$ cat config.mk
export PLATFORM = sky130hd
export DESIGN_NAME = sb_top
export DESIGN_NICKNAME = d
export VERILOG_FILES = /design/src/hw/sb_isa_pkg.sv /design/src/hw/sb_mem_pkg.sv /design/src/hw/sb_hazard_check.sv /design/src/hw/sb_instr_decode.sv /design/src/hw/sb_retire_merge.sv /design/src/hw/sb_scoreboard_tracker.sv /design/src/hw/sb_top.sv
export SDC_FILE = /design/constraint.sdc
export NUM_CORES = 1
export LEC_CHECK = 0
export BUFFER_PORTS_ARGS = -buffer_cell sky130_fd_sc_hd__buf_2
export CAP_MARGIN = 20
export CELL_PAD_IN_SITES_DETAIL_PLACEMENT = 0
export CELL_PAD_IN_SITES_GLOBAL_PLACEMENT = 1
export CORE_ASPECT_RATIO = 1.5
export CORE_UTILIZATION = 45
export CTS_BUF_LIST = sky130_fd_sc_hd__clkbuf_8
export DETAILED_ROUTE_END_ITERATION = 8
export PLACE_DENSITY_LB_ADDON = 0.1
export SYNTH_ARGS = -nofsm -noshare
export SYNTH_HDL_FRONTEND = slang
export SYNTH_SLANG_ARGS = --single-unit
$ cat constraint.sdc
create_clock -name clk_i -period 10.3 [get_ports clk_i]
set_input_delay 2.06 -clock clk_i [delete_from_list [all_inputs] [get_ports clk_i]]
set_output_delay 2.06 -clock clk_i [all_outputs]
set_load 0.1 [all_outputs]
$ cat src/hw/sb_isa_pkg.sv
package sb_isa_pkg;

  // register file geometry
  localparam int reg_addr_width_c = 5;
  localparam int reg_els_c        = 32;

  // instruction word and field widths
  localparam int instr_width_c  = 32;
  localparam int opcode_width_c = 7;
  localparam int funct3_width_c = 3;
  localparam int funct7_width_c = 7;
  localparam int imm_width_c    = 12;

  // major opcodes seen by the decode stage
  typedef enum logic [opcode_width_c-1:0] {
    OPC_LOAD    = 7'b0000011,
    OPC_LOAD_FP = 7'b0000111,
    OPC_AMO     = 7'b0101111,
    OPC_OP      = 7'b0110011,
    OPC_OP_FP   = 7'b1010011,
    // anything the scoreboard does not care about
    OPC_OTHER   = 7'b0010011
  } opcode_e;

  // operation class, picks the scoreboard bit and the hazard lookups
  typedef enum logic [2:0] {
    INT_LOAD   = 3'd0,
    FP_LOAD    = 3'd1,
    AMO        = 3'd2,
    IDIV       = 3'd3,
    FDIV_FSQRT = 3'd4,
    PLAIN_INT  = 3'd5,
    PLAIN_FP   = 3'd6,
    NONE       = 3'd7
  } op_class_e;

endpackage

$ cat src/hw/sb_mem_pkg.sv
package sb_mem_pkg;

  // remote region of an effective address, from its top bits
  //   1xx -> dram
  //   01x -> global
  //   001 -> group
  //   000 -> local
  typedef enum logic [1:0] {
    LOCAL  = 2'd0,
    GROUP  = 2'd1,
    GLOBAL = 2'd2,
    DRAM   = 2'd3
  } region_e;

  // one scoreboard entry per register
  // bit 3 divide, bit 2 dram, bit 1 global, bit 0 group
  typedef struct packed {
    logic div_busy;
    logic dram_busy;
    logic global_busy;
    logic group_busy;
  } sb_entry_t;

endpackage

$ cat src/hw/sb_hazard_check.sv
`timescale 1ns/1ps

module sb_hazard_check (
  input  logic                                    instr_valid,
  input  sb_isa_pkg::op_class_e                   op_class,
  input  logic                                    src_fp,
  input  logic [sb_isa_pkg::reg_addr_width_c-1:0] rs1,
  input  logic [sb_isa_pkg::reg_addr_width_c-1:0] rs2,
  input  logic [sb_isa_pkg::reg_addr_width_c-1:0] rd,
  input  sb_mem_pkg::sb_entry_t [sb_isa_pkg::reg_els_c-1:0] int_sb,
  input  sb_mem_pkg::sb_entry_t [sb_isa_pkg::reg_els_c-1:0] float_sb,
  output logic                                    stall_id
);

  logic                  lookup_en;
  logic                  rs1_fp;
  logic                  rs2_used;
  logic                  rd_fp;
  sb_mem_pkg::sb_entry_t rs1_entry;
  sb_mem_pkg::sb_entry_t rs2_entry;
  sb_mem_pkg::sb_entry_t rd_entry;

  always_comb begin
    lookup_en = 1'b1;
    rs1_fp    = src_fp;
    rs2_used  = 1'b1;
    rd_fp     = 1'b0;
    case (op_class)
      // address base always comes from the int file
      sb_isa_pkg::INT_LOAD: begin
        rs1_fp   = 1'b0;
        rs2_used = 1'b0;
      end
      sb_isa_pkg::FP_LOAD: begin
        rs1_fp   = 1'b0;
        rs2_used = 1'b0;
        rd_fp    = 1'b1;
      end
      sb_isa_pkg::AMO: begin
        rs1_fp = 1'b0;
      end
      sb_isa_pkg::FDIV_FSQRT, sb_isa_pkg::PLAIN_FP: begin
        rd_fp = 1'b1;
      end
      sb_isa_pkg::NONE: begin
        lookup_en = 1'b0;
      end
      default: begin
        rd_fp = 1'b0;
      end
    endcase
  end

  assign rs1_entry = rs1_fp ? float_sb[rs1] : int_sb[rs1];
  assign rs2_entry = src_fp ? float_sb[rs2] : int_sb[rs2];
  // waw against a destination still in flight
  assign rd_entry  = rd_fp ? float_sb[rd] : int_sb[rd];

  assign stall_id = instr_valid & lookup_en
    & ((rs1_entry != '0) | (rs2_used & (rs2_entry != '0)) | (rd_entry != '0));

endmodule

$ cat src/hw/sb_instr_decode.sv
`timescale 1ns/1ps

module sb_instr_decode (
  input  logic [sb_isa_pkg::instr_width_c-1:0]    instr,
  output sb_isa_pkg::op_class_e                   op_class,
  output logic [sb_isa_pkg::reg_addr_width_c-1:0] rd,
  output logic [sb_isa_pkg::reg_addr_width_c-1:0] rs1,
  output logic [sb_isa_pkg::reg_addr_width_c-1:0] rs2,
  output logic [sb_isa_pkg::imm_width_c-1:0]      imm,
  output logic                                    src_fp
);

  logic [sb_isa_pkg::opcode_width_c-1:0] opcode;
  logic [sb_isa_pkg::funct3_width_c-1:0] funct3;
  logic [sb_isa_pkg::funct7_width_c-1:0] funct7;
  logic                                  is_idiv;
  logic                                  is_fdiv_fsqrt;

  // standard rv32 field positions
  assign opcode = instr[6:0];
  assign rd     = instr[11:7];
  assign funct3 = instr[14:12];
  assign rs1    = instr[19:15];
  assign rs2    = instr[24:20];
  assign funct7 = instr[31:25];

  // div, divu, rem, remu
  assign is_idiv = (funct7 == 7'b0000001) && funct3[2];

  // fdiv.s and fsqrt.s
  assign is_fdiv_fsqrt = (funct7 == 7'b0001100) || (funct7 == 7'b0101100);

  always_comb begin
    op_class = sb_isa_pkg::NONE;
    src_fp   = 1'b0;
    imm      = instr[31:20];
    case (opcode)
      sb_isa_pkg::OPC_LOAD: begin
        op_class = sb_isa_pkg::INT_LOAD;
      end
      sb_isa_pkg::OPC_LOAD_FP: begin
        op_class = sb_isa_pkg::FP_LOAD;
      end
      sb_isa_pkg::OPC_AMO: begin
        op_class = sb_isa_pkg::AMO;
        // amo addresses rs1 directly, the upper bits hold funct5/aq/rl
        imm      = '0;
      end
      sb_isa_pkg::OPC_OP: begin
        if (is_idiv) begin
          op_class = sb_isa_pkg::IDIV;
        end else begin
          op_class = sb_isa_pkg::PLAIN_INT;
        end
      end
      sb_isa_pkg::OPC_OP_FP: begin
        src_fp = 1'b1;
        if (is_fdiv_fsqrt) begin
          op_class = sb_isa_pkg::FDIV_FSQRT;
        end else begin
          op_class = sb_isa_pkg::PLAIN_FP;
        end
      end
      default: begin
        op_class = sb_isa_pkg::NONE;
      end
    endcase
  end

endmodule

$ cat src/hw/sb_retire_merge.sv
`timescale 1ns/1ps

module sb_retire_merge (
  input  logic                                    clk_i,
  input  logic                                    reset_i,

  input  logic                                    idiv_done,
  input  logic [sb_isa_pkg::reg_addr_width_c-1:0] idiv_rd,
  input  logic                                    int_resp_valid,
  input  logic [sb_isa_pkg::reg_addr_width_c-1:0] int_resp_rd,
  input  logic                                    fdiv_done,
  input  logic [sb_isa_pkg::reg_addr_width_c-1:0] fdiv_rd,
  input  logic                                    float_resp_valid,
  input  logic [sb_isa_pkg::reg_addr_width_c-1:0] float_resp_rd,

  output logic                                    int_clear,
  output logic [sb_isa_pkg::reg_addr_width_c-1:0] int_clear_id,
  output logic                                    float_clear,
  output logic [sb_isa_pkg::reg_addr_width_c-1:0] float_clear_id
);

  // index 0 is the int file, index 1 the float file
  logic [1:0]                                    pri_v;
  logic [1:0][sb_isa_pkg::reg_addr_width_c-1:0] pri_id;
  logic [1:0]                                    sec_v;
  logic [1:0][sb_isa_pkg::reg_addr_width_c-1:0] sec_id;
  logic [1:0]                                    clear_v;
  logic [1:0][sb_isa_pkg::reg_addr_width_c-1:0] clear_id;
  logic [1:0]                                    hold_v_r;
  logic [1:0][sb_isa_pkg::reg_addr_width_c-1:0] hold_id_r;

  // divider units are the primary source, responses the secondary
  assign pri_v  = {fdiv_done, idiv_done};
  assign pri_id = {fdiv_rd, idiv_rd};
  assign sec_v  = {float_resp_valid, int_resp_valid};
  assign sec_id = {float_resp_rd, int_resp_rd};

  for (genvar f = 0; f < 2; f++) begin : g_file
    // held slot, then primary, then secondary
    assign clear_v[f]  = hold_v_r[f] | pri_v[f] | sec_v[f];
    assign clear_id[f] = hold_v_r[f] ? hold_id_r[f] :
                         pri_v[f]    ? pri_id[f]    : sec_id[f];

    always_ff @(posedge clk_i) begin
      if (reset_i) begin
        hold_v_r[f] <= 1'b0;
      end else if (hold_v_r[f]) begin
        // rate rule leaves no new pulse while the slot drains
        hold_v_r[f] <= pri_v[f] | sec_v[f];
      end else begin
        hold_v_r[f] <= pri_v[f] & sec_v[f];
      end
    end

    // the loser of this cycle waits in the slot
    always_ff @(posedge clk_i) begin
      if (hold_v_r[f] && pri_v[f]) begin
        hold_id_r[f] <= pri_id[f];
      end else if (hold_v_r[f] || pri_v[f]) begin
        hold_id_r[f] <= sec_id[f];
      end
    end
  end

  assign int_clear      = clear_v[0];
  assign int_clear_id   = clear_id[0];
  assign float_clear    = clear_v[1];
  assign float_clear_id = clear_id[1];

endmodule

$ cat src/hw/sb_scoreboard_tracker.sv
`timescale 1ns/1ps

module sb_scoreboard_tracker #(
  parameter int data_width_p = 32
) (
  input  logic                                    clk_i,
  input  logic                                    reset_i,

  input  logic                                    instr_valid,
  input  logic                                    flush,
  input  logic                                    stall_all,
  input  logic                                    stall_id,

  input  logic [data_width_p-1:0]                 rs1_val,
  input  sb_isa_pkg::op_class_e                   op_class,
  input  logic [sb_isa_pkg::reg_addr_width_c-1:0] rd,
  input  logic [sb_isa_pkg::imm_width_c-1:0]      imm,

  input  logic                                    int_clear,
  input  logic [sb_isa_pkg::reg_addr_width_c-1:0] int_clear_id,
  input  logic                                    float_clear,
  input  logic [sb_isa_pkg::reg_addr_width_c-1:0] float_clear_id,

  output logic                                    issue,
  output sb_mem_pkg::sb_entry_t [sb_isa_pkg::reg_els_c-1:0] int_sb,
  output sb_mem_pkg::sb_entry_t [sb_isa_pkg::reg_els_c-1:0] float_sb
);

  sb_mem_pkg::sb_entry_t [sb_isa_pkg::reg_els_c-1:0] int_sb_r;
  sb_mem_pkg::sb_entry_t [sb_isa_pkg::reg_els_c-1:0] float_sb_r;

  logic [data_width_p-1:0] mem_addr;
  sb_mem_pkg::region_e     region;
  sb_mem_pkg::sb_entry_t   region_set;
  sb_mem_pkg::sb_entry_t   int_set;
  sb_mem_pkg::sb_entry_t   float_set;
  sb_mem_pkg::sb_entry_t   int_rd_base;
  sb_mem_pkg::sb_entry_t   float_rd_base;

  assign issue = instr_valid & ~stall_id & ~stall_all & ~flush;

  // effective address, rs1 plus sign extended offset
  assign mem_addr = rs1_val
    + {{(data_width_p-sb_isa_pkg::imm_width_c){imm[sb_isa_pkg::imm_width_c-1]}}, imm};

  // only the top bits matter, so any data width works
  always_comb begin
    if (mem_addr[data_width_p-1]) begin
      region = sb_mem_pkg::DRAM;
    end else if (mem_addr[data_width_p-1-:2] == 2'b01) begin
      region = sb_mem_pkg::GLOBAL;
    end else if (mem_addr[data_width_p-1-:3] == 3'b001) begin
      region = sb_mem_pkg::GROUP;
    end else begin
      region = sb_mem_pkg::LOCAL;
    end
  end

  always_comb begin
    region_set = '0;
    case (region)
      sb_mem_pkg::DRAM:   region_set.dram_busy   = 1'b1;
      sb_mem_pkg::GLOBAL: region_set.global_busy = 1'b1;
      sb_mem_pkg::GROUP:  region_set.group_busy  = 1'b1;
      // local loads come back in fixed time
      default:            region_set = '0;
    endcase
  end

  // bit to set in each file for the instruction in decode
  always_comb begin
    int_set   = '0;
    float_set = '0;
    case (op_class)
      sb_isa_pkg::IDIV: begin
        int_set.div_busy = 1'b1;
      end
      sb_isa_pkg::INT_LOAD: begin
        // load to x0 never writes back
        if (rd != '0) begin
          int_set = region_set;
        end
      end
      sb_isa_pkg::AMO: begin
        int_set = region_set;
      end
      sb_isa_pkg::FP_LOAD: begin
        float_set = region_set;
      end
      sb_isa_pkg::FDIV_FSQRT: begin
        float_set.div_busy = 1'b1;
      end
      default: begin
        int_set   = '0;
        float_set = '0;
      end
    endcase
  end

  // clear goes first when it hits the register being set
  assign int_rd_base   = (int_clear && (int_clear_id == rd)) ? '0 : int_sb_r[rd];
  assign float_rd_base = (float_clear && (float_clear_id == rd)) ? '0 : float_sb_r[rd];

  always_ff @(posedge clk_i) begin
    if (reset_i) begin
      int_sb_r   <= '0;
      float_sb_r <= '0;
    end else begin
      if (int_clear) begin
        int_sb_r[int_clear_id] <= '0;
      end
      if (issue && (int_set != '0)) begin
        int_sb_r[rd] <= int_rd_base | int_set;
      end

      if (float_clear) begin
        float_sb_r[float_clear_id] <= '0;
      end
      if (issue && (float_set != '0)) begin
        float_sb_r[rd] <= float_rd_base | float_set;
      end
    end
  end

  assign int_sb   = int_sb_r;
  assign float_sb = float_sb_r;

endmodule

$ cat src/hw/sb_top.sv
`timescale 1ns/1ps

module sb_top #(
  parameter int data_width_p = 32
) (
  input  logic                                    clk_i,
  input  logic                                    reset_i,

  input  logic                                    instr_valid,
  input  logic [sb_isa_pkg::instr_width_c-1:0]    instr,
  input  logic [data_width_p-1:0]                 rs1_val,
  input  logic                                    flush,
  input  logic                                    stall_all,

  input  logic                                    idiv_done,
  input  logic [sb_isa_pkg::reg_addr_width_c-1:0] idiv_rd,
  input  logic                                    int_resp_valid,
  input  logic [sb_isa_pkg::reg_addr_width_c-1:0] int_resp_rd,
  input  logic                                    fdiv_done,
  input  logic [sb_isa_pkg::reg_addr_width_c-1:0] fdiv_rd,
  input  logic                                    float_resp_valid,
  input  logic [sb_isa_pkg::reg_addr_width_c-1:0] float_resp_rd,

  output logic                                    issue,
  output logic                                    stall_id,
  output sb_mem_pkg::sb_entry_t [sb_isa_pkg::reg_els_c-1:0] int_sb,
  output sb_mem_pkg::sb_entry_t [sb_isa_pkg::reg_els_c-1:0] float_sb
);

  // decode fields
  sb_isa_pkg::op_class_e                   op_class;
  logic [sb_isa_pkg::reg_addr_width_c-1:0] rd;
  logic [sb_isa_pkg::reg_addr_width_c-1:0] rs1;
  logic [sb_isa_pkg::reg_addr_width_c-1:0] rs2;
  logic [sb_isa_pkg::imm_width_c-1:0]      imm;
  logic                                    src_fp;

  // merged completions
  logic                                    int_clear;
  logic [sb_isa_pkg::reg_addr_width_c-1:0] int_clear_id;
  logic                                    float_clear;
  logic [sb_isa_pkg::reg_addr_width_c-1:0] float_clear_id;

  sb_instr_decode u_decode (
    .instr    (instr),
    .op_class (op_class),
    .rd       (rd),
    .rs1      (rs1),
    .rs2      (rs2),
    .imm      (imm),
    .src_fp   (src_fp)
  );

  sb_hazard_check u_hazard (
    .instr_valid (instr_valid),
    .op_class    (op_class),
    .src_fp      (src_fp),
    .rs1         (rs1),
    .rs2         (rs2),
    .rd          (rd),
    .int_sb      (int_sb),
    .float_sb    (float_sb),
    .stall_id    (stall_id)
  );

  sb_scoreboard_tracker #(
    .data_width_p (data_width_p)
  ) u_tracker (
    .clk_i          (clk_i),
    .reset_i        (reset_i),
    .instr_valid    (instr_valid),
    .flush          (flush),
    .stall_all      (stall_all),
    .stall_id       (stall_id),
    .rs1_val        (rs1_val),
    .op_class       (op_class),
    .rd             (rd),
    .imm            (imm),
    .int_clear      (int_clear),
    .int_clear_id   (int_clear_id),
    .float_clear    (float_clear),
    .float_clear_id (float_clear_id),
    .issue          (issue),
    .int_sb         (int_sb),
    .float_sb       (float_sb)
  );

  sb_retire_merge u_merge (
    .clk_i            (clk_i),
    .reset_i          (reset_i),
    .idiv_done        (idiv_done),
    .idiv_rd          (idiv_rd),
    .int_resp_valid   (int_resp_valid),
    .int_resp_rd      (int_resp_rd),
    .fdiv_done        (fdiv_done),
    .fdiv_rd          (fdiv_rd),
    .float_resp_valid (float_resp_valid),
    .float_resp_rd    (float_resp_rd),
    .int_clear        (int_clear),
    .int_clear_id     (int_clear_id),
    .float_clear      (float_clear),
    .float_clear_id   (float_clear_id)
  );

endmodule

-- Yosys cells after proc, flatten, opt, wreduce, memory -nomap -nowiden
Index checks and enable logic that the tools add are counted.
- bits in registers: 268
- bits of input ports: 93
- output and inout port bits: 258
- logic and storage cells: 401
- $add $sub $neg: 1
- order comparisons: 8
- eq/ne operators: 21
- mux-type cells: 61
- bitwise logic cells: 25
- reductions and logical operators: 25
- operator list (cell ; number):
    two-way mux 128 bit ; 6
    bitwise AND 128 bit ; 2
    bitwise mux 128 bit ; 2
    inverter 128 bit ; 2
    binary-select mux 4 bit (select 5 bit) ; 6
    demux 4 bit (select 5 bit) ; 3
    two-way mux 4 bit ; 14
    two-way mux 5 bit ; 8
    adder 32 bit ; 1
    < comparator 5 x 6 -> 1 bit, second input constant ; 5
    == test 7 x 6 -> 1 bit, second input constant ; 3
    nonzero test 4 bit ; 5
    >= comparator 5 x 1 -> 1 bit, second input constant ; 3
    case mux 3 bit (5 select lines) ; 1
    two-way mux 1 bit ; 12
    two-way mux 12 bit ; 1
    == test 5 bit ; 2
    logical AND 1 bit ; 10
    == test 3 bit, second input constant ; 3
    two-way mux 3 bit ; 3
    bitwise AND 1 bit ; 8
    bitwise OR 1 bit ; 8
    bitwise OR 4 bit ; 2
    == test 7 x 1 -> 1 bit, second input constant ; 1
    18 further kinds ; 30

-- Longest topological paths before layout
- word-level depth: 18
- mapped depth: 16
- mapped depth without buffers: 13

-- Modules after synthesis
Synthesis repeated with hierarchy kept, for this count alone.
- cells, all modules: 1924
- area, all modules: 17604.4 sq um
- modules (own cells, without submodules) (module ; times used ; cells each ; area each (sq um) ; seq. area each (sq um)):
    sb_scoreboard_tracker ; 1 ; 1321 ; 13241.4 ; 5124.9
    sb_hazard_check ; 1 ; 480 ; 3184.3 ; 0.0
    sb_retire_merge ; 1 ; 68 ; 785.8 ; 340.3
    sb_instr_decode ; 1 ; 55 ; 392.9 ; 0.0

-- Worst setup path before layout
Ideal clock, no wire load.
- path kind: input-to-output
- start point: input port instr[16] (netlist name)
- end point: output port stall_id
- data arrival time: 6.045 ns
- required time: 8.240 ns
- path slack: 2.195 ns
- cell stages on the path: 8
- buffers on the path: 2
- cells stage by stage: clkbuf_1 -> clkbuf_1 -> nor3_1 -> a311o_1 -> a211oi_1 -> o311a_1 -> nor2_1 -> a311oi_1
- longest elaborated chain between the ends: 7
- elaborated cells on any way between the ends: 9
- classes of those cells: 5 x mux; 3 x bitwise; 1 x reduce/logical
- RTL lines (item ; RTL line ; source):
    start: declaration ; sb_top.sv:10 ; input logic [sb_isa_pkg::instr_width_c-1:0] instr,
    binary-select mux 4 bit (select 5 bit) ; sb_hazard_check.sv:54 ; assign rs1_entry = rs1_fp ? float_sb[rs1] : int_sb[rs1];
    two-way mux 4 bit (not written as such) ; sb_hazard_check.sv:54 ;
    two-way mux 4 bit * ; sb_hazard_check.sv:54 ;
    nonzero test 4 bit * ; sb_hazard_check.sv:60 ; & ((rs1_entry != '0) | (rs2_used & (rs2_entry != '0)) | (rd_entry != '0));
    bitwise OR 1 bit * (2 in series) ; sb_hazard_check.sv:60 ;
    bitwise AND 1 bit * ; sb_hazard_check.sv:60 ;
    end: declaration ; sb_top.sv:25 ; output logic stall_id,
Mark *: on every way between the ends. The rest lies on a longest branch, timed or not. The select of a mux whose other input is x is not followed.

-- Worst setup path after layout
- start point: input port instr[8] (netlist name)
- end point: output port issue
- longest elaborated chain between the ends: 10
- elaborated cells on any way between the ends: 12
- classes of those cells: 5 x mux; 6 x bitwise; 1 x reduce/logical
- RTL lines (item ; RTL line ; source):
    binary-select mux 4 bit (select 5 bit) ; sb_hazard_check.sv:57 ; assign rd_entry = rd_fp ? float_sb[rd] : int_sb[rd];
    two-way mux 4 bit (not written as such) ; sb_hazard_check.sv:57 ;
    two-way mux 4 bit * ; sb_hazard_check.sv:57 ;
    nonzero test 4 bit * ; sb_hazard_check.sv:60 ;
    bitwise OR 1 bit * ; sb_hazard_check.sv:60 ;
    bitwise AND 1 bit * ; sb_hazard_check.sv:60 ;
    inverter 1 bit * ; sb_scoreboard_tracker.sv:40 ; assign issue = instr_valid & ~stall_id & ~stall_all & ~flush;
    bitwise AND 1 bit * (3 in series) ; sb_scoreboard_tracker.sv:40 ;
    end: declaration ; sb_top.sv:24 ; output logic issue,
Marks and branches as above.

==> results_dict.tcl <==
set metrics [dict create \
    num-fill-cells 3346 \
    drcViolationCount 0 \
    hpwl_mm 55.6 \
    cts_resized 0 \
    critPathKind "primary input to primary output" \
    end_kind "primary output" \
    cts_hold_buf 0 \
    fin_crit_sh_pct 85.6 \
    whs_path_depth 2 \
    syn-num-nets 1981 \
    pwr-share-seq_pct 42.9 \
    ff2ff_path_depth 12 \
    skew_ns 0.0362 \
    swShare_pct 27.7 \
    ys_dominant_reg_cell "dfxtp_1" \
    powerDensity_nw_per_um2 131 \
    rsz0062_at_grt "false" \
    hold_start "u_tracker.int_sb[74]" \
    rr_startpoint "u_tracker.int_sb[6]" \
    path_cells "clkbuf_8 -> buf_4 -> mux2i_1 -> o22ai_1 -> nor4_1 -> nand2_1 -> or4_1 -> a2111oi_4 -> a21oi_2 -> inv_2 -> buf_2" \
    core_region_area_um2 34300 \
    ys_types 85 \
    die_area_um2 35600 \
    clkLatencyLatePin_ns 0.62 \
    syn-mean-instance-area_um2 8.37 \
    grt.total_usage_pct 41.5 \
    setup_violations 0 \
    pwr-share-clk_pct 45.6 \
    fin_ws_ns 1.48 \
    drtAntennaViolNets 0 \
    share_comb_of_total_power_pct 11.5 \
    cp_slowest_stage_delay_ns 0.96 \
    gp_congestion 1.04 \
    post-route-min-period_ns 8.82 \
    fp.dieW_um 154 \
    antenna_found_initial 3 \
    max_freq_mhz 113 \
    ir_drop_uv 102 \
    grt_pass1_wl_mm 108 \
    p_switching_uw 678 \
    tightest_slew_ns 1.23 \
    cp-start-kind "primary input" \
    via_per_inst 6.66 \
    vias 17644 \
    worst-path-max-fanout 85 \
    rrSetupSlack_ns 5.00 \
    yosysTopAreaCell "dfxtp_1" \
    synth_top_cell_area_share_pct 32.9 \
    internal-power_uw 1770 \
    rows 83 \
    yosys_register_bits 268 \
    reg2reg_to "u_tracker.int_sb[123]" \
    wl_per_cell_um 28.5 \
    grt_pass1_vias 16734 \
    tns_ns 0 \
    final_layout_size_suffix_gt1_share_pct 23.4 \
    cts_buffers 45 \
    drtIter0Drc 1632 \
    grt_max_degree 86 \
    leakagePower_uw 0.00763 \
    synth_edf_count 10 \
    slew_headroom_pct 17.4 \
    cp.required_ns 8.24 \
    cp_slowest_cell "nor4_1" \
    clkTransAtPathRegs_ns 0.06 \
    synth_warnings 0 \
    drv_slew 0 \
    initial_core_util_pct 45.8 \
    drv_cap 0 \
    post_cts_buffers 0 \
    clkSinkCount 268 \
    cts_buffer_depth 3 \
    syn_area_um2 15700 \
    synthCells 1876 \
    grt-ovfl-total 0 \
    run_status "completed" \
    wl_mm 75.6 \
    cp.arrival_ns 6.76 \
    dp_slack_ns 2.03 \
    dr.pass1.iters 5 \
    htreeDepth 2 \
    cts_tree "built" \
    hold_viol 0 \
    port_buffers 348 \
    final_nets 2289 \
    ys_async_sr_fraction_pct 0 \
    hp-class "flop to flop" \
    chipHeight_um 231 \
    holdPathEnd "u_tracker.int_sb[74]" \
    io_pins 351 \
    area_growth_pct 19.5 \
    synth-seq-area-share_pct 34.8 \
    synthTopCellsByArea "dfxtp_1 (33%), mux2i_1 (9.4%), nand2_1 (6.2%)" \
    cts_root_buffer "clkbuf_8" \
]
## power by group through the flow
stage / Clock (µW) / Combinational (µW) / Sequential (µW)
after floorplan: 0 / 177 / 1070
after global placement: 0 / 268 / 1070
after detailed placement: 0 / 272 / 1070
after CTS: 1120 / 272 / 1050
after global routing: 1170 / 297 / 1050
final: 1120 / 283 / 1050
## kinds of logic (layout without fill, tap and decap cells)
kind of cell,after synthesis,after routing,share of synthesized area (%)
simple gates,726,726,24.6
compound gates,536,536,21.4
flops,268,268,34.8
mux,184,184,13.3
buf+inv,137,481,4.10
fa+ha+maj,13,13,1.02
xor+xnor,12,12,0.670
other cells,0,4,0
## layer usage
layer  GRT usage (%)  wire (µm)
met5               0          0
met2            68.3      35200
met4            33.5       6590
met3            7.73       6720
met1            47.0      27100
## critical path, delay by kind of cell
kind / cells / cell delay [ns]
simple gates: 3 / 1.82
mux: 1 / 0.32
buf+inv: 4 / 1.75
compound gates: 3 / 0.72
## worst max path at each step
stage,slack (ns),cells past startpoint,endpoint,start
global placement,2.10,11,issue,instr[8]
finish,1.48,11,issue,instr[8]
floorplan,2.19,8,stall_id,instr[16]
global route,1.55,11,issue,instr[8]
CTS,2.03,11,issue,instr[8]
detailed placement,2.03,11,issue,instr[8]
## placed cells by master, fill, tap and decap left out, types with 8 or more instances in the layout
cell type	n
clkbuf_8	60
edfxtp_1	10
a21oi_1	160
o22ai_1	67
buf_2	347
o221ai_1	8
a32o_1	40
dfxtp_1	258
ha_1	12
nand2_1	261
nand4b_1	8
o21ai_1	17
xnor2_1	9
inv_1	33
mux2i_1	148
mux2_2	18
nand4_1	24
nand3_1	43
nor2b_1	25
nor4_1	73
or3_1	9
nand2b_1	18
buf_4	27
nor2_1	71
nor3_1	46
o31ai_1	10
or4_1	19
a22o_1	9
o21ai_0	149
mux4_2	18
a211oi_1	8
nor3b_1	75
o211ai_1	10
## cells in the mapped netlist (all sizes together) (20+ instances only)
master / n
nor2b: 25
nand3: 43
clkbuf: 71
nand4: 24
o21ai: 166
nor4: 77
nor3b: 75
dfxtp: 258
buf: 43
nor3: 50
or4: 20
nor2: 71
a21oi: 162
nand2: 261
inv: 23
mux2i: 148
o22ai: 67
a32o: 40
## state kept, by name, indices dropped and copies added (netlist names)
signal,cells
u_merge.hold_id_r,10
u_merge.hold_v_r,2
u_tracker.float_sb,128
u_tracker.int_sb,128
## through the flow
step	power, µW	hold slack (ns)	cells	util, %	cell area (µm²)
after global placement	1340	0.482	2562	51.6	17700
after global routing	2520	0.517	2646	54.7	18700
final	2450	0.500	2649	54.7	18800
after floorplan	1250	0.696	1876	-	15700
after detailed placement	1340	0.489	2562	51.6	17700
after CTS	2440	0.497	2645	54.7	18700
## cell type report
class                      count  area, µm²  area share (%)
inverter                      23       86.3           0.460
multi-input combinational   1471       9660            51.5
timing repair buffer         375       1950            10.4
clock inverter                24        239            1.27
sequential                   268       5470            29.1
antenna                        4       10.0          0.0534
clock buffer                  59        812            4.33
tap                          425        532            2.84
(Power assumes the default switching activity.)
